<file path="src/hdl/patch_defs.svh">
`ifndef PATCH_DEFS_SVH
`define PATCH_DEFS_SVH

// Stream geometry
`define N_CAM            3
`define LFSR_WIDTH       6        // Taps at 6 and 5, period 63
`define PATCH_NUM_WIDTH  10
`define FP_WIDTH         14
`define WORD_WIDTH       24       // Patch number plus coordinate
`define N_PATCH          256      // Patches per frame
`define GAP_CYCLES       4        // Idle cycles between frames
`define FIFO_DEPTH       16

// Per-camera LFSR seeds
`define SEED0            6'd8
`define SEED1            6'd16
`define SEED2            6'd32

// Reserved patch numbers for the frame markers
`define SOF_NUM          10'd1023
`define EOF_NUM          10'd1022

`endif

</file>
<file path="src/hdl/patch_pkg.sv">
`include "patch_defs.svh"

package patch_pkg;

  // Data view of a record word
  typedef struct packed {
    logic [`PATCH_NUM_WIDTH-1:0] patch_num;
    logic [`FP_WIDTH-1:0]        fp;          // Fixed-point coordinate
  } patch_data_t;

  // Marker view, used for SOF and EOF words
  typedef struct packed {
    logic [`PATCH_NUM_WIDTH-1:0]             marker_id;
    logic [`WORD_WIDTH-`PATCH_NUM_WIDTH-1:0] marker_pad;  // Always zero
  } patch_marker_t;

  // One word, decoded as data or as a marker
  typedef union packed {
    patch_data_t   data;
    patch_marker_t marker;
  } patch_word_u;

  // Frame sequencer states
  typedef enum logic [2:0] {
    INIT, GAP, SOF, INTRA, EOF, ERROR
  } seq_state_e;

endpackage

</file>
<file path="src/hdl/patch_fifo.sv">
`timescale 1ns/1ps
`include "patch_defs.svh"

module patch_fifo (
  input  logic                   clk_200,
  input  logic                   arst_n,
  input  logic                   wr_en,
  input  logic                   rd_en,
  input  patch_pkg::patch_word_u din,
  output patch_pkg::patch_word_u dout,
  output logic                   full,
  output logic                   empty
);
  import patch_pkg::*;

  localparam int DEPTH = `FIFO_DEPTH;
  localparam int PTR_W = $clog2(DEPTH);   // Depth is a power of 2 so pointers wrap naturally
  localparam int CNT_W = PTR_W + 1;

  patch_word_u      mem [DEPTH];
  logic [PTR_W-1:0] wr_ptr;
  logic [PTR_W-1:0] rd_ptr;
  logic [CNT_W-1:0] count;
  logic             do_wr;
  logic             do_rd;

  assign do_wr = wr_en && !full;
  assign do_rd = rd_en && !empty;          // Pop on empty is dropped

  assign full  = (count == CNT_W'(DEPTH));
  assign empty = (count == '0);
  assign dout  = mem[rd_ptr];              // Show-ahead head word

  always_ff @(posedge clk_200) begin
    if (do_wr) begin
      mem[wr_ptr] <= din;
    end
  end

  always_ff @(posedge clk_200 or negedge arst_n) begin
    if (!arst_n) begin
      wr_ptr <= '0;
      rd_ptr <= '0;
      count  <= '0;
    end else begin
      if (do_wr) begin
        wr_ptr <= wr_ptr + 1'b1;
      end
      if (do_rd) begin
        rd_ptr <= rd_ptr + 1'b1;
      end
      case ({do_wr, do_rd})
        2'b10:   count <= count + 1'b1;
        2'b01:   count <= count - 1'b1;
        default: count <= count;           // Both or neither
      endcase
    end
  end

  // Sequencer must stop writing before the buffer overflows
  a_no_write_full : assert property (
    @(posedge clk_200) disable iff (!arst_n) full |-> !wr_en);

  c_read_empty : cover property (
    @(posedge clk_200) disable iff (!arst_n) rd_en && empty);

endmodule

</file>
<file path="src/hdl/patch_sequencer.sv">
`timescale 1ns/1ps
`include "patch_defs.svh"

module patch_sequencer (
  input  logic                   clk_200,
  input  logic                   arst_n,
  input  logic                   app_ready,
  input  logic [`N_CAM-1:0]      fifo_full,
  output logic                   wr_en,
  output patch_pkg::patch_word_u word0,
  output patch_pkg::patch_word_u word1,
  output patch_pkg::patch_word_u word2,
  output logic                   stream_error
);
  import patch_pkg::*;

  localparam int PASS_LEN  = (1 << `LFSR_WIDTH) - 1;       // One full LFSR period
  localparam int LAST_MIN  = `N_PATCH - (1 << `LFSR_WIDTH); // Offset above this ends frame
  localparam int GAP_CNT_W = $clog2(`GAP_CYCLES);
  localparam logic [`LFSR_WIDTH-1:0] SEED [`N_CAM] = '{`SEED0, `SEED1, `SEED2};

  logic [1:0]                  ready_sync;
  logic                        ready_s;
  seq_state_e                  state;
  logic [GAP_CNT_W-1:0]        gap_cnt;
  logic [`LFSR_WIDTH-1:0]      word_cnt;   // Position inside the current pass
  logic [`PATCH_NUM_WIDTH-1:0] offset;     // Patch number offset of the pass
  logic [`LFSR_WIDTH-1:0]      lfsr [`N_CAM];
  logic                        in_frame;
  logic                        frame_fault;
  logic                        pass_done;
  patch_word_u                 word [`N_CAM];

  function automatic logic [`LFSR_WIDTH-1:0] lfsr_step(input logic [`LFSR_WIDTH-1:0] v);
    return {v[`LFSR_WIDTH-2:0], ~(v[`LFSR_WIDTH-1] ^ v[`LFSR_WIDTH-2])};
  endfunction

  always_ff @(posedge clk_200 or negedge arst_n) begin
    if (!arst_n) begin
      ready_sync <= '0;
    end else begin
      ready_sync <= {ready_sync[0], app_ready}; // Two-flop synchronizer
    end
  end

  assign ready_s = ready_sync[1];

  assign in_frame    = (state == SOF) || (state == INTRA) || (state == EOF);
  assign frame_fault = in_frame && (!ready_s || (|fifo_full));
  assign wr_en       = in_frame && !frame_fault;
  assign pass_done   = (word_cnt == `LFSR_WIDTH'(PASS_LEN - 1));
  assign stream_error = (state == ERROR);

  always_ff @(posedge clk_200 or negedge arst_n) begin
    if (!arst_n) begin
      state    <= INIT;
      gap_cnt  <= '0;
      word_cnt <= '0;
      offset   <= '0;
    end else begin
      case (state)
        INIT: begin
          if (ready_s) begin
            state <= GAP;
          end
        end
        GAP: begin
          if (gap_cnt == GAP_CNT_W'(`GAP_CYCLES - 1)) begin
            gap_cnt  <= '0;
            word_cnt <= '0;
            offset   <= '0;
            state    <= SOF;
          end else begin
            gap_cnt <= gap_cnt + 1'b1;
          end
        end
        SOF: begin
          state <= frame_fault ? ERROR : INTRA;
        end
        INTRA: begin
          if (frame_fault) begin
            state <= ERROR;
          end else if (pass_done) begin
            word_cnt <= '0;
            if (offset > LAST_MIN) begin
              state <= EOF;                      // Last pass written
            end else begin
              offset <= offset + `PATCH_NUM_WIDTH'(PASS_LEN);
            end
          end else begin
            word_cnt <= word_cnt + 1'b1;
          end
        end
        EOF: begin
          state <= frame_fault ? ERROR : GAP;
        end
        default: begin
          state <= ERROR;                        // Sticky until reset
        end
      endcase
    end
  end

  // LFSRs hold the seed outside INTRA and restart at every pass boundary
  always_ff @(posedge clk_200 or negedge arst_n) begin
    if (!arst_n) begin
      for (int c = 0; c < `N_CAM; c++) begin
        lfsr[c] <= SEED[c];
      end
    end else begin
      for (int c = 0; c < `N_CAM; c++) begin
        if (state != INTRA || pass_done) begin
          lfsr[c] <= SEED[c];
        end else begin
          lfsr[c] <= lfsr_step(lfsr[c]);
        end
      end
    end
  end

  always_comb begin
    for (int c = 0; c < `N_CAM; c++) begin
      word[c] = '0;
      if (state == SOF) begin
        word[c].marker.marker_id = `SOF_NUM;
      end else if (state == EOF) begin
        word[c].marker.marker_id = `EOF_NUM;
      end else begin
        word[c].data.patch_num = offset + `PATCH_NUM_WIDTH'(lfsr[c]);
        word[c].data.fp = {lfsr[c][`LFSR_WIDTH-1], 4'b1000,
                           lfsr[c][`LFSR_WIDTH-2:0], 4'b0000};
      end
    end
  end

  assign word0 = word[0];
  assign word1 = word[1];
  assign word2 = word[2];

  // A full buffer seen inside a frame ends the stream
  a_full_to_error : assert property (
    @(posedge clk_200) disable iff (!arst_n) (in_frame && (|fifo_full)) |=> stream_error);

  a_error_sticky : assert property (
    @(posedge clk_200) disable iff (!arst_n) $past(stream_error) |-> stream_error);

  a_state_legal : assert property (
    @(posedge clk_200) disable iff (!arst_n)
    state inside {INIT, GAP, SOF, INTRA, EOF, ERROR});

endmodule

</file>
<file path="src/hdl/patch_stream_top.sv">
`timescale 1ns/1ps
`include "patch_defs.svh"

module patch_stream_top (
  input  logic                   clk_200,
  input  logic                   arst_n,
  input  logic                   app_ready,
  input  logic [`N_CAM-1:0]      rd_en,
  output patch_pkg::patch_word_u cam0_word,
  output patch_pkg::patch_word_u cam1_word,
  output patch_pkg::patch_word_u cam2_word,
  output logic [`N_CAM-1:0]      empty,
  output logic                   stream_error
);
  import patch_pkg::*;

  logic              wr_en;      // Shared by all cameras
  logic [`N_CAM-1:0] fifo_full;
  patch_word_u       word0;
  patch_word_u       word1;
  patch_word_u       word2;
  patch_word_u       fifo_din  [`N_CAM];
  patch_word_u       fifo_dout [`N_CAM];

  patch_sequencer i_seq (
    .clk_200      (clk_200),
    .arst_n       (arst_n),
    .app_ready    (app_ready),
    .fifo_full    (fifo_full),
    .wr_en        (wr_en),
    .word0        (word0),
    .word1        (word1),
    .word2        (word2),
    .stream_error (stream_error)
  );

  assign fifo_din[0] = word0;
  assign fifo_din[1] = word1;
  assign fifo_din[2] = word2;

  // One buffer per camera stream
  generate
    for (genvar c = 0; c < `N_CAM; c++) begin : g_cam
      patch_fifo i_fifo (
        .clk_200 (clk_200),
        .arst_n  (arst_n),
        .wr_en   (wr_en),
        .rd_en   (rd_en[c]),
        .din     (fifo_din[c]),
        .dout    (fifo_dout[c]),
        .full    (fifo_full[c]),
        .empty   (empty[c])
      );
    end
  endgenerate

  assign cam0_word = fifo_dout[0];
  assign cam1_word = fifo_dout[1];
  assign cam2_word = fifo_dout[2];

endmodule

</file>
<file path="config.mk">
export PLATFORM = sky130hd
export DESIGN_NAME = patch_stream_top
export DESIGN_NICKNAME = d
export VERILOG_FILES = /design/src/hdl/patch_pkg.sv /design/src/hdl/patch_fifo.sv /design/src/hdl/patch_sequencer.sv /design/src/hdl/patch_stream_top.sv
export VERILOG_INCLUDE_DIRS = /design/src /design/src/hdl
export SDC_FILE = /design/constraint.sdc
export NUM_CORES = 1
export LEC_CHECK = 0
export BUFFER_PORTS_ARGS = -buffer_cell sky130_fd_sc_hd__buf_2
export CAP_MARGIN = 20
export CORE_MARGIN = 1
export CORE_UTILIZATION = 65
export CTS_CLUSTER_SIZE = 14
export DETAILED_ROUTE_END_ITERATION = 8
export PLACE_DENSITY = 0.82
export SLEW_MARGIN = 20
export SYNTH_ARGS = -nofsm -noshare
export SYNTH_HDL_FRONTEND = slang
export SYNTH_SLANG_ARGS = --single-unit
</file>
<file path="constraint.sdc">
create_clock -name clk_200 -period 6.7 [get_ports clk_200]
set_input_delay 0.67 -clock clk_200 [delete_from_list [all_inputs] [get_ports clk_200]]
set_output_delay 0.67 -clock clk_200 [all_outputs]
set_load 0.01 [all_outputs]
</file>
-- After elaboration in Yosys (flattened, before gate mapping)
Memory sizes are Yosys's and may differ from the RTL's.
Index checks and enable logic that the tools add are counted.
- word-level logic and storage cells: 143
- input port bits: 6
- memories kept: 3
- register bits: 80
- RAM bits: 1152
- output and inout bits: 76
- equality and inequality tests: 24
- $add $sub $neg: 18
- bitwise logic cells: 6
- muxes and demuxes: 42
- reductions and logical operators: 32
- order comparisons: 1
- memory list (memory ; words ; bits a word ; rd ports ; clocked after memory_dff ; write ports ; line ; text):
    g_cam[0].i_fifo.mem ; 16 ; 24 ; 1 ; 0 ; 1 ; patch_fifo.sv:20 ; patch_word_u mem [DEPTH];
    g_cam[1].i_fifo.mem ; 16 ; 24 ; 1 ; 0 ; 1 ; patch_fifo.sv:20 ;
    g_cam[2].i_fifo.mem ; 16 ; 24 ; 1 ; 0 ; 1 ; patch_fifo.sv:20 ;
- operators by type and width (operator ; number):
    two-way mux 10 bit ; 10
    two-way mux 14 bit ; 6
    two-way mux 6 bit ; 6
    adder 10 x 6 -> 10 bit ; 3
    one-hot mux 5 bit (2 select lines) ; 3
    adder 4 x 1 -> 4 bit, second input constant ; 6
    two-way mux 3 bit ; 7
    one-hot mux 10 bit (2 select lines) ; 1
    adder 5 x 1 -> 5 bit, second input constant ; 3
    equality test 5 bit, second input constant ; 3
    logical NOT 5 bit ; 3
    one-hot mux 3 bit (5 select lines) ; 1
    subtractor 5 x 1 -> 5 bit, second input constant ; 3
    one-hot mux 6 bit (2 select lines) ; 1
    adder 10 x 6 -> 10 bit, second input constant ; 1
    > comparator 10 x 8 -> 1 bit, second input constant ; 1
    equality test 2 bit, second input constant ; 4
    logical AND 1 bit ; 8
    logical NOT 1 bit ; 8
    nonzero test 2 bit ; 4
    adder 6 x 1 -> 6 bit, second input constant ; 1
    equality test 2 x 1 -> 1 bit, second input constant ; 3
    equality test 3 x 2 -> 1 bit, second input constant ; 2
    equality test 3 bit, second input constant ; 2
    17 further kinds ; 33

-- Logic depth before layout (Yosys ltp)
Gate-level depths: netlist (run 1).
- depth in word-level cells: 9
- depth in mapped cells: 14

-- Modules after synthesis
Synthesis (run 1) repeated with hierarchy kept, for this count alone.
- cells, all modules: 2733
- area total of the unflattened synthesis: 50541.0 µm²
- by module, submodules not included (module ; area an instance (µm²) ; instances ; cells each):
    patch_fifo (g_cam[1].i_fifo ...) ; 15715.1 ; 2 ; 784
    patch_fifo (g_cam[0].i_fifo) ; 15698.8 ; 1 ; 784
    patch_sequencer ; 3412.0 ; 1 ; 381

-- Worst setup path before layout (run 1)
Ideal clock, no wire load.
- kind: reg-to-reg
- from: register g_cam[2].i_fifo.count[0]
- to: memory g_cam[0].i_fifo.mem[3][12] in the netlist's numbering (enable)
- library setup time: 0.412 ns
- period minus slack after synthesis: 2.919 ns
- cell stages (with the launch flop): 8
- slack: 3.781 ns
- path buffers: 2
- arrival time: 2.506 ns
- required time: 6.288 ns
- cells stage by stage: dfrtp_1 nor4_1 a22oi_1 and3_1 buf_2 buf_6 nand2_1 nor3_1
- word-level cells in the longest chain between the ends: 9
- RTL lines (item ; line ; text):
    start: declaration ; patch_fifo.sv:23 ; logic [CNT_W-1:0] count;
    start signal: assignment ; patch_fifo.sv:53 ; 2'b10: count <= count + 1'b1;
    start signal: assignment ; patch_fifo.sv:54 ; 2'b01: count <= count - 1'b1;
    start signal: assignment ; patch_fifo.sv:55 ; default: count <= count;
    equality test 5 bit ; patch_fifo.sv:30 ; assign full = (count == CNT_W'(DEPTH));
    OR reduction 3 bit ; patch_sequencer.sv:49 ; assign frame_fault = in_frame && (!ready_s || (|fifo_full));
    logical OR 1 bit ; patch_sequencer.sv:49 ;
    logical AND 1 bit ; patch_sequencer.sv:49 ;
    logical NOT 1 bit ; patch_sequencer.sv:50 ; assign wr_en = in_frame && !frame_fault;
    logical AND 1 bit ; patch_sequencer.sv:50 ;
    logical AND 1 bit ; patch_fifo.sv:27 ; assign do_wr = wr_en && !full;
    two-way mux 1 bit ; patch_fifo.sv:35 ; if (do_wr) begin
    two-way mux 1 bit (not written as such) ; patch_fifo.sv:36 ; mem[wr_ptr] <= din;
    end: declaration ; patch_fifo.sv:20 ;
Every way passes these cells.

==> out/metrics.csv, run 1 <==
stage,metric,value,unit
status,status,"finished, final reports clean",
timing,skew final,0.0359,ns
drt,antenna-violating nets left,0,
timing,Worst-Margin Slew,1.18,ns
final_layout,Final Instance Count excl. Fillers,2687,
final_layout,layout overhead on the synthesized area,9.96,%
timing,post-route minimum period,4.22,ns
final_layout,share of cells above drive strength 1,23.9,%
synthesis,largest area contributor in the netlist,edfxtp_1,
clocking,CTS buffer count,86,
hold_path,worst hold-check path type,in -> reg,
drt,DR pass1 iterations,6,
power,clock share of power,29.0,%
synthesis,number of synthesized register bits,896,
place,hpwl dp,43100,um
floorplanning,die outline width,240,um
clocking,root buffer cell,clkbuf_16,
floorplanning,I/O pin cnt,82,
timing,final worst-path cycle share,63.0,%
place,Port Buffer Count,60,
worst_setup_path,worst reg-to-reg path cell count,12,
power,combinational share of power,25.6,%
power,Switching Fraction,29.1,%
floorplanning,die footprint,57400,um^2
hold_path,hold endpoint,i_seq.ready_sync[0]$_DFF_PN0_,
worst_setup_path,R2R Path End,g_cam[2].i_fifo.count[4]$_DFFE_PN0P_,
drt,routed length on met1,29300,um
drt,vias,17830,
synthesis,Post-synth ARST share,8.93,%
clocking,CTS Sinks,896,
synthesis,Post-Synthesis Cell Area,36700,um^2
drt,uppermost layer routed,met4,
place,Placed Area,37600,um^2
grt,initial antenna violation count,0,
synthesis,ranking of synthesized cells by area,"edfxtp_1 (67%), mux4_2 (11%), dfrtp_1 (5.3%)",
synthesis,commonest register cell after synthesis,edfxtp_1,
drt,WL/cell,29.8,um
power,P_int,11300,uW
power,Switch Pwr,4640,uW
clocking,"Clk Latency, worst-skew pair",0.64,ns
timing,RSZ-0062 raised after global routing,false,
grt,first-pass GRT wire length,118000,um
clocking,Worst-path clk slew,0.06,ns
final_layout,Fillers,3050,
job,Max Cap Viol,0,
place,final RePlAce weighted congestion,0.819,
synthesis,Syn Area/Cell,20.8,um^2
drt,DRC Markers,0,
final_layout,Post-Layout Inst Area,40300,um^2
timing,Final Hold Vio Count,0,
hold_path,cell depth of the worst hold path,1,
grt,vias in the first global route,18502,
grt,largest net degree at the start of global routing,74,
grt,grt total ovfl,0,
floorplanning,Initial Util,66.2,%
power,Reg power frac,45.4,%
worst_setup_path,FF-to-FF Start,g_cam[0].i_fifo.count[0]$_DFFE_PN0P_,
drt,vias per inst,6.64,
worst_setup_path,Worst EP arrival,3.55,ns
synthesis,post-synthesis sequential area ratio,72.3,%
drt,total detailed-routing wirelength,80000,um
clocking,CTS tree,done,
timing,headroom to the max-slew limit,21.1,%
clocking,clk buf depth,3,
drt,met2 WL,41700,um
place,Inst Count DP,2529,
synthesis,Netlist cell types,60,
worst_setup_path,Worst R2R Setup Slack,2.91,ns
worst_setup_path,nature of the critical path endpoint,output pin,
worst_setup_path,CP startpoint kind,flop,
timing,number of setup violations in the final report,0,
worst_setup_path,critical path class,reg -> out,
worst_setup_path,worst-path fanout max,43,
timing,"Slew Viols, Final",0,
power,Max VDD drop,363,uV
power,pwr dens,395,nW/um^2
worst_setup_path,worst endpoint required time,6.03,ns
final_layout,Final #Nets,1931,
floorplanning,die height,240,um
drt,met3 routed WL,6620,um
final_layout,Antenna Cells,0,
floorplanning,Core Rows,86,
clocking,htree depth,3,
grt,Tot GR Track Use,29.0,%
power,leak pwr,0.0138,uW
floorplanning,Core ar.,55400,um^2
timing,final setup TNS,0,ns
synthesis,share of the synthesized area in the top cell type,66.8,%
synthesis,synth warn,0,
hold_path,critical hold path startpoint,app_ready,
drt,initial DRC count,1856,
timing,maximum operating frequency,0.237,GHz
synthesis,number of synthesized flops with an enable pin,816,
synthesis,Post-Syn Instances,1765,
state kept, by name, summed over array words and instances, names as in the netlist:
signal	count
g_cam.i_fifo.count	15
g_cam.i_fifo.mem	816
g_cam.i_fifo.rd_ptr	12
g_cam.i_fifo.wr_ptr	12
i_seq.gap_cnt	2
i_seq.lfsr	18
i_seq.offset	10
i_seq.ready_sync	2
i_seq.state	3
i_seq.word_cnt	6
area by class of cell:
cell class / instances / area (um^2) / area share [%]
flip-flops and latches: 896 / 26500 / 65.8
multi-input cells: 749 / 9440 / 23.4
well taps: 748 / 936 / 2.32
clock inverters: 44 / 330 / 0.819
repair buffers: 108 / 666 / 1.65
inverters: 29 / 109 / 0.270
clock buffers: 113 / 2320 / 5.74
repair_timing:
action	in CTS	in global routing
hold buffers	1	0
hold endpoints to repair	7	0
buffers inserted	0	0
resized for setup	0	0
kinds of logic (layout without fill, tap and decap cells):
logic type                 count (synthesis)  count (layout)  share of synthesized area, %
other                                      1              21                        0.0102
xor gates and xnor gates                  47              47                          1.12
and+or+nand+nor                          255             255                          3.75
adders and majority gates                 56              56                          2.03
AOI/OAI and AO/OA                        102             102                          1.70
buffers and inverters                    140             294                          2.33
muxes                                    268             268                          16.8
DFF                                      896             896                          72.3
synthesized netlist by cell type, types with 7 or more instances:
| library cell | n |
|---|---|
| nand3_1 | 14 |
| a21o_1 | 7 |
| mux4_2 | 185 |
| mux2i_1 | 7 |
| dfrtp_1 | 77 |
| mux4_1 | 70 |
| nand2_1 | 42 |
| clkbuf_1 | 38 |
| xnor2_1 | 22 |
| nor3_1 | 14 |
| nor2b_1 | 24 |
| nor2_1 | 48 |
| buf_6 | 15 |
| and2_1 | 34 |
| ha_1 | 49 |
| xor2_1 | 25 |
| a21oi_1 | 21 |
| inv_1 | 28 |
| or2_2 | 7 |
| o21ai_0 | 42 |
| edfxtp_1 | 816 |
| buf_4 | 32 |
| and3_1 | 49 |
| a211oi_1 | 9 |
| buf_2 | 13 |
placed cells by master (no fill, tap or decap), types with 42 or more instances in the layout:
master | synthesis | final
buf_4 | 32 | 48
mux4_1 | 70 | 70
nor2_1 | 48 | 46
nand2_1 | 42 | 42
clkbuf_16 | 0 | 88
mux4_2 | 185 | 185
dfrtp_1 | 77 | 71
ha_1 | 49 | 49
buf_2 | 13 | 59
edfxtp_1 | 816 | 816
worst max-delay path by stage:
| stage | start | end | slack (ns) |
|---|---|---|---|
| after CTS | g_cam[0].i_fifo.rd_ptr[0]$_DFFE_PN0P_ | cam0_word[7] | 2.35 |
| final | g_cam[0].i_fifo.rd_ptr[0]$_DFFE_PN0P_ | cam0_word[7] | 2.48 |
| after floorplan | g_cam[2].i_fifo.count[0]$_DFFE_PN0P_ | g_cam[0].i_fifo.mem[3][12]$_DFFE_PP_ | 3.78 |
| after global placement | g_cam[0].i_fifo.rd_ptr[0]$_DFFE_PN0P_ | cam0_word[12] | 3.07 |
| after global routing | g_cam[0].i_fifo.rd_ptr[0]$_DFFE_PN0P_ | cam0_word[7] | 2.26 |
| after detailed placement | g_cam[0].i_fifo.rd_ptr[0]$_DFFE_PN0P_ | cam0_word[7] | 3.03 |
power by group through the flow:
stage          Combinational [uW]  Sequential (uW)  Clock, uW
3_3_place_gp                 3860             7340          0
6_report                     4070             7230       4620
2_1_floorplan                3340             6930          0
4_1_cts                      4110             7240       4670
3_5_place_dp                 4040             7350          0
5_1_grt                      4350             7290       4870
layer usage:
| metal | global-route usage, % | up-vias |
|---|---|---|
| met5 | 0 | - |
| met4 | 9.91 | 0 |
| met3 | 4.79 | 185 |
| met1 | 38.3 | 9278 |
| met2 | 49.6 | 958 |
| li1 | - | 7409 |
worst max-delay path: stages (launching register included):
cell and delay [ns]:
dfrtp_4 0.98, buf_4 0.60, mux4_1 0.63, mux4_2 0.52, buf_2 0.17
per-stage QoR:
step | power, uW | util [%] | hold slack (ns) | worst slack [ns]
floorplan | 10300 | - | 0.331 | 3.78
global placement | 11200 | 67.9 | 0.416 | 3.07
detailed placement | 11400 | 67.9 | 0.430 | 3.03
CTS | 16000 | 72.7 | 0.140 | 2.35
global route | 16500 | 72.8 | 0.148 | 2.26
finish | 15900 | 72.8 | 0.166 | 2.48
Power figures use the tool's default switching activity.
==> run 2: changes to the inputs <==
CORE_UTILIZATION = 62   (was 65)
PLACE_DENSITY = 0.79   (was 0.82)
clock period = 4.35 ns   (was 6.7 ns; I/O delays follow)
==> out/metrics.csv, run 2 (synthesized netlist as in run 1, its figures left out) <==
stage,metric,value,unit,change
grt,grt total ovfl,0,,unchanged
floorplanning,Initial Util,63.2,%,-3.0 points
place,hpwl dp,44900,um,+4.4%
worst_setup_path,nature of the critical path endpoint,output pin,,
drt,antenna-violating nets left,0,,unchanged
floorplanning,Core Rows,88,,+2.3%
power,Max VDD drop,614,uV,+69%
clocking,htree depth,3,,unchanged
timing,final setup TNS,0,ns,unchanged
timing,Worst-Margin Slew,1.14,ns,-0.0460 ns
grt,GRT met3 Usage,3.65,%,-1.1 points
grt,Tot GR Track Use,26.8,%,-2.2 points
grt,M2 GR Usage,43.1,%,-6.5 points
worst_setup_path,FF-to-FF Start,g_cam[2].i_fifo.count[0]$_DFFE_PN0P_,,
grt,GRT met1 Usage,39.2,%,+0.93 points
power,pwr dens,623,nW/um^2,+58%
timing,post-route minimum period,3.68,ns,
clocking,root buffer cell,clkbuf_16,,
grt,vias in the first global route,18095,,-2.2%
drt,initial DRC count,1843,,-0.70%
drt,WL/cell,28.8,um,-3.3%
grt,initial antenna violation count,1,,+1
floorplanning,die footprint,60100,um^2,+4.8%
drt,vias per inst,6.57,,-1.0%
final_layout,Largest regs,"g_cam.i_fifo.mem x816, i_seq.lfsr x18, g_cam.i_fifo.count x15",,
floorplanning,die outline width,245,um,+2.4%
final_layout,share of cells above drive strength 1,22.9,%,-0.93 points
clocking,CTS tree,done,,
floorplanning,Core ar.,58000,um^2,+4.7%
worst_setup_path,critical path class,reg -> out,,
timing,RSZ-0062 raised after global routing,false,,
power,leak pwr,0.0139,uW,+0.34%
grt,largest net degree at the start of global routing,52,,-30%
worst_setup_path,R2R Path End,g_cam[0].i_fifo.count[4]$_DFFE_PN0P_,,
drt,DR pass1 iterations,5,,-1
timing,Final Hold Vio Count,0,,unchanged
clocking,post-CTS setup buffer count,0,,unchanged
timing,headroom to the max-slew limit,22.7,%,+1.6 points
worst_setup_path,worst reg-to-reg path cell count,11,,-1
grt,first-pass GRT wire length,116000,um,-1.6%
floorplanning,I/O pin cnt,82,,unchanged
grt,busiest grt layer,met2,,
clocking,Worst-path clk slew,0.06,ns,about the same
timing,maximum operating frequency,0.272,GHz,
final_layout,Antenna Cells,0,,unchanged
floorplanning,die height,245,um,+2.4%
timing,skew final,0.0332,ns,-0.00267 ns
worst_setup_path,worst-path fanout max,36,,-16%
worst_setup_path,Worst setup endpoint,cam0_word[15],,
job,Max Cap Viol,0,,unchanged
final_layout,layout overhead on the synthesized area,10.4,%,
final_layout,largest reg by FF count,g_cam.i_fifo.mem,,
final_layout,Final #Nets,1927,,-0.21%
timing,number of setup violations in the final report,0,,unchanged
worst_setup_path,CP Launch Point,g_cam[0].i_fifo.rd_ptr[0]$_DFFE_PN0P_,,
status,status,"finished, final reports clean",,
final_layout,number of flip-flops in the largest register,816,,unchanged
worst_setup_path,CP startpoint kind,flop,,
clocking,CTS buffer count,86,,unchanged
worst_setup_path,Worst R2R Setup Slack,0.86,ns,-2.05 ns
hold_path,worst hold-check path type,in -> reg,,
worst_setup_path,worst endpoint required time,3.91,ns,-2.12 ns
final_layout,most frequent cells in the layout,"edfxtp_1 (816), mux4_2 (185), clkbuf_16 (88)",,
worst_setup_path,Worst EP arrival,3.24,ns,-0.31 ns
power,Pwr Total,25200,uW,+58%
timing,"Slew Viols, Final",0,,unchanged
clocking,"Clk Latency, worst-skew pair",0.65,ns,about the same
clocking,clk buf depth,3,,unchanged
timing,final worst-path cycle share,84.6,%,
clocking,CTS Sinks,896,,unchanged
place,final RePlAce weighted congestion,0.860,,+4.9%
drt,DRC Markers,0,,unchanged
drt,vias,17733,,-0.54%
drt,total detailed-routing wirelength,77700,um,-2.9%
final_layout,"most common cell after layout, fill and taps aside",edfxtp_1,,
place,Port Buffer Count,60,,unchanged
run 2: cell count changes in the layout (fill, tap and decap cells not counted), moves of 4 or more:
cell / before / now
mux2i_2: 6 / 2
bufinv_16: 4 / 8
and3_2: 14 / 1
and3_1: 35 / 48
clkbuf_1: 23 / 27
clkinv_2: 14 / 8
buf_12: 0 / 6
buf_4: 48 / 37
mux2i_1: 1 / 5
run 2: metal layers:
| layer | vias up | wire [um] | share of wire (%) |
|---|---|---|---|
| li1 | 7399 | - | - |
| met1 | 9312 | 31200 | 40 |
| met2 | 892 | 38700 | 50 |
| met3 | 130 | 6080 | 7.8 |
| met4 | 0 | 1780 | 2.3 |
| met5 | - | 0 | 0 |
run 2: layout make-up:
cell class              instances  area [um^2]
fillers                      3309        17500
inverters                      29          109
clock buffers                 120         2370
clock inverters                37          409
well taps                     765          957
flip-flops and latches        896        26500
repair buffers                104          713
multi-input cells             749         9410
run 2: power breakdown:
part | switching [uW] | total, uW | internal (uW)
logic | 3400 | 6550 | 3150
clock network | 3130 | 7420 | 4290
registers | 924 | 11300 | 10300
total | 7450 | 25200 | 17800
run 2: how the worst min path moves through the flow:
stage	slack, ns	from	depth (start not counted)	to
finish	0.28	rd_en[2]	3	g_cam[2].i_fifo.rd_ptr[0]$_DFFE_PN0P_
global route	0.30	rd_en[0]	4	g_cam[0].i_fifo.rd_ptr[2]$_DFFE_PN0P_
CTS	0.27	rd_en[2]	3	g_cam[2].i_fifo.rd_ptr[0]$_DFFE_PN0P_
detailed placement	0.34	i_seq.ready_sync[0]$_DFF_PN0_	0	i_seq.ready_sync[1]$_DFF_PN0_
global placement	0.33	i_seq.ready_sync[0]$_DFF_PN0_	0	i_seq.ready_sync[1]$_DFF_PN0_
floorplan	0.14	arst_n	0	g_cam[0].i_fifo.count[0]$_DFFE_PN0P_
run 2: through the flow:
step / utilization, % / setup slack (ns) / cell area, um^2 / hold WS [ns] / std cells
final: 69.8 / 0.671 / 40500 / 0.283 / 2700
after detailed placement: 64.9 / 0.992 / 37700 / 0.336 / 2541
after floorplan: - / 1.43 / 36700 / 0.139 / 1785
after CTS: 69.8 / 0.590 / 40500 / 0.274 / 2700
after global routing: 69.8 / 0.513 / 40500 / 0.301 / 2700
after global placement: 64.9 / 1.12 / 37700 / 0.334 / 2541
run 2: worst max-delay path: stages, from the launching register on:
cell	delay (ns)
dfrtp_4	0.91
buf_4	0.41
mux4_1	0.63
mux4_2	0.49
buf_2	0.16
run 2: timing repair:
item / 4_1_cts / 5_1_grt
hold endpoints to repair: 47 / 0
hold buffers: 2 / 0
resized for setup: 0 / 0
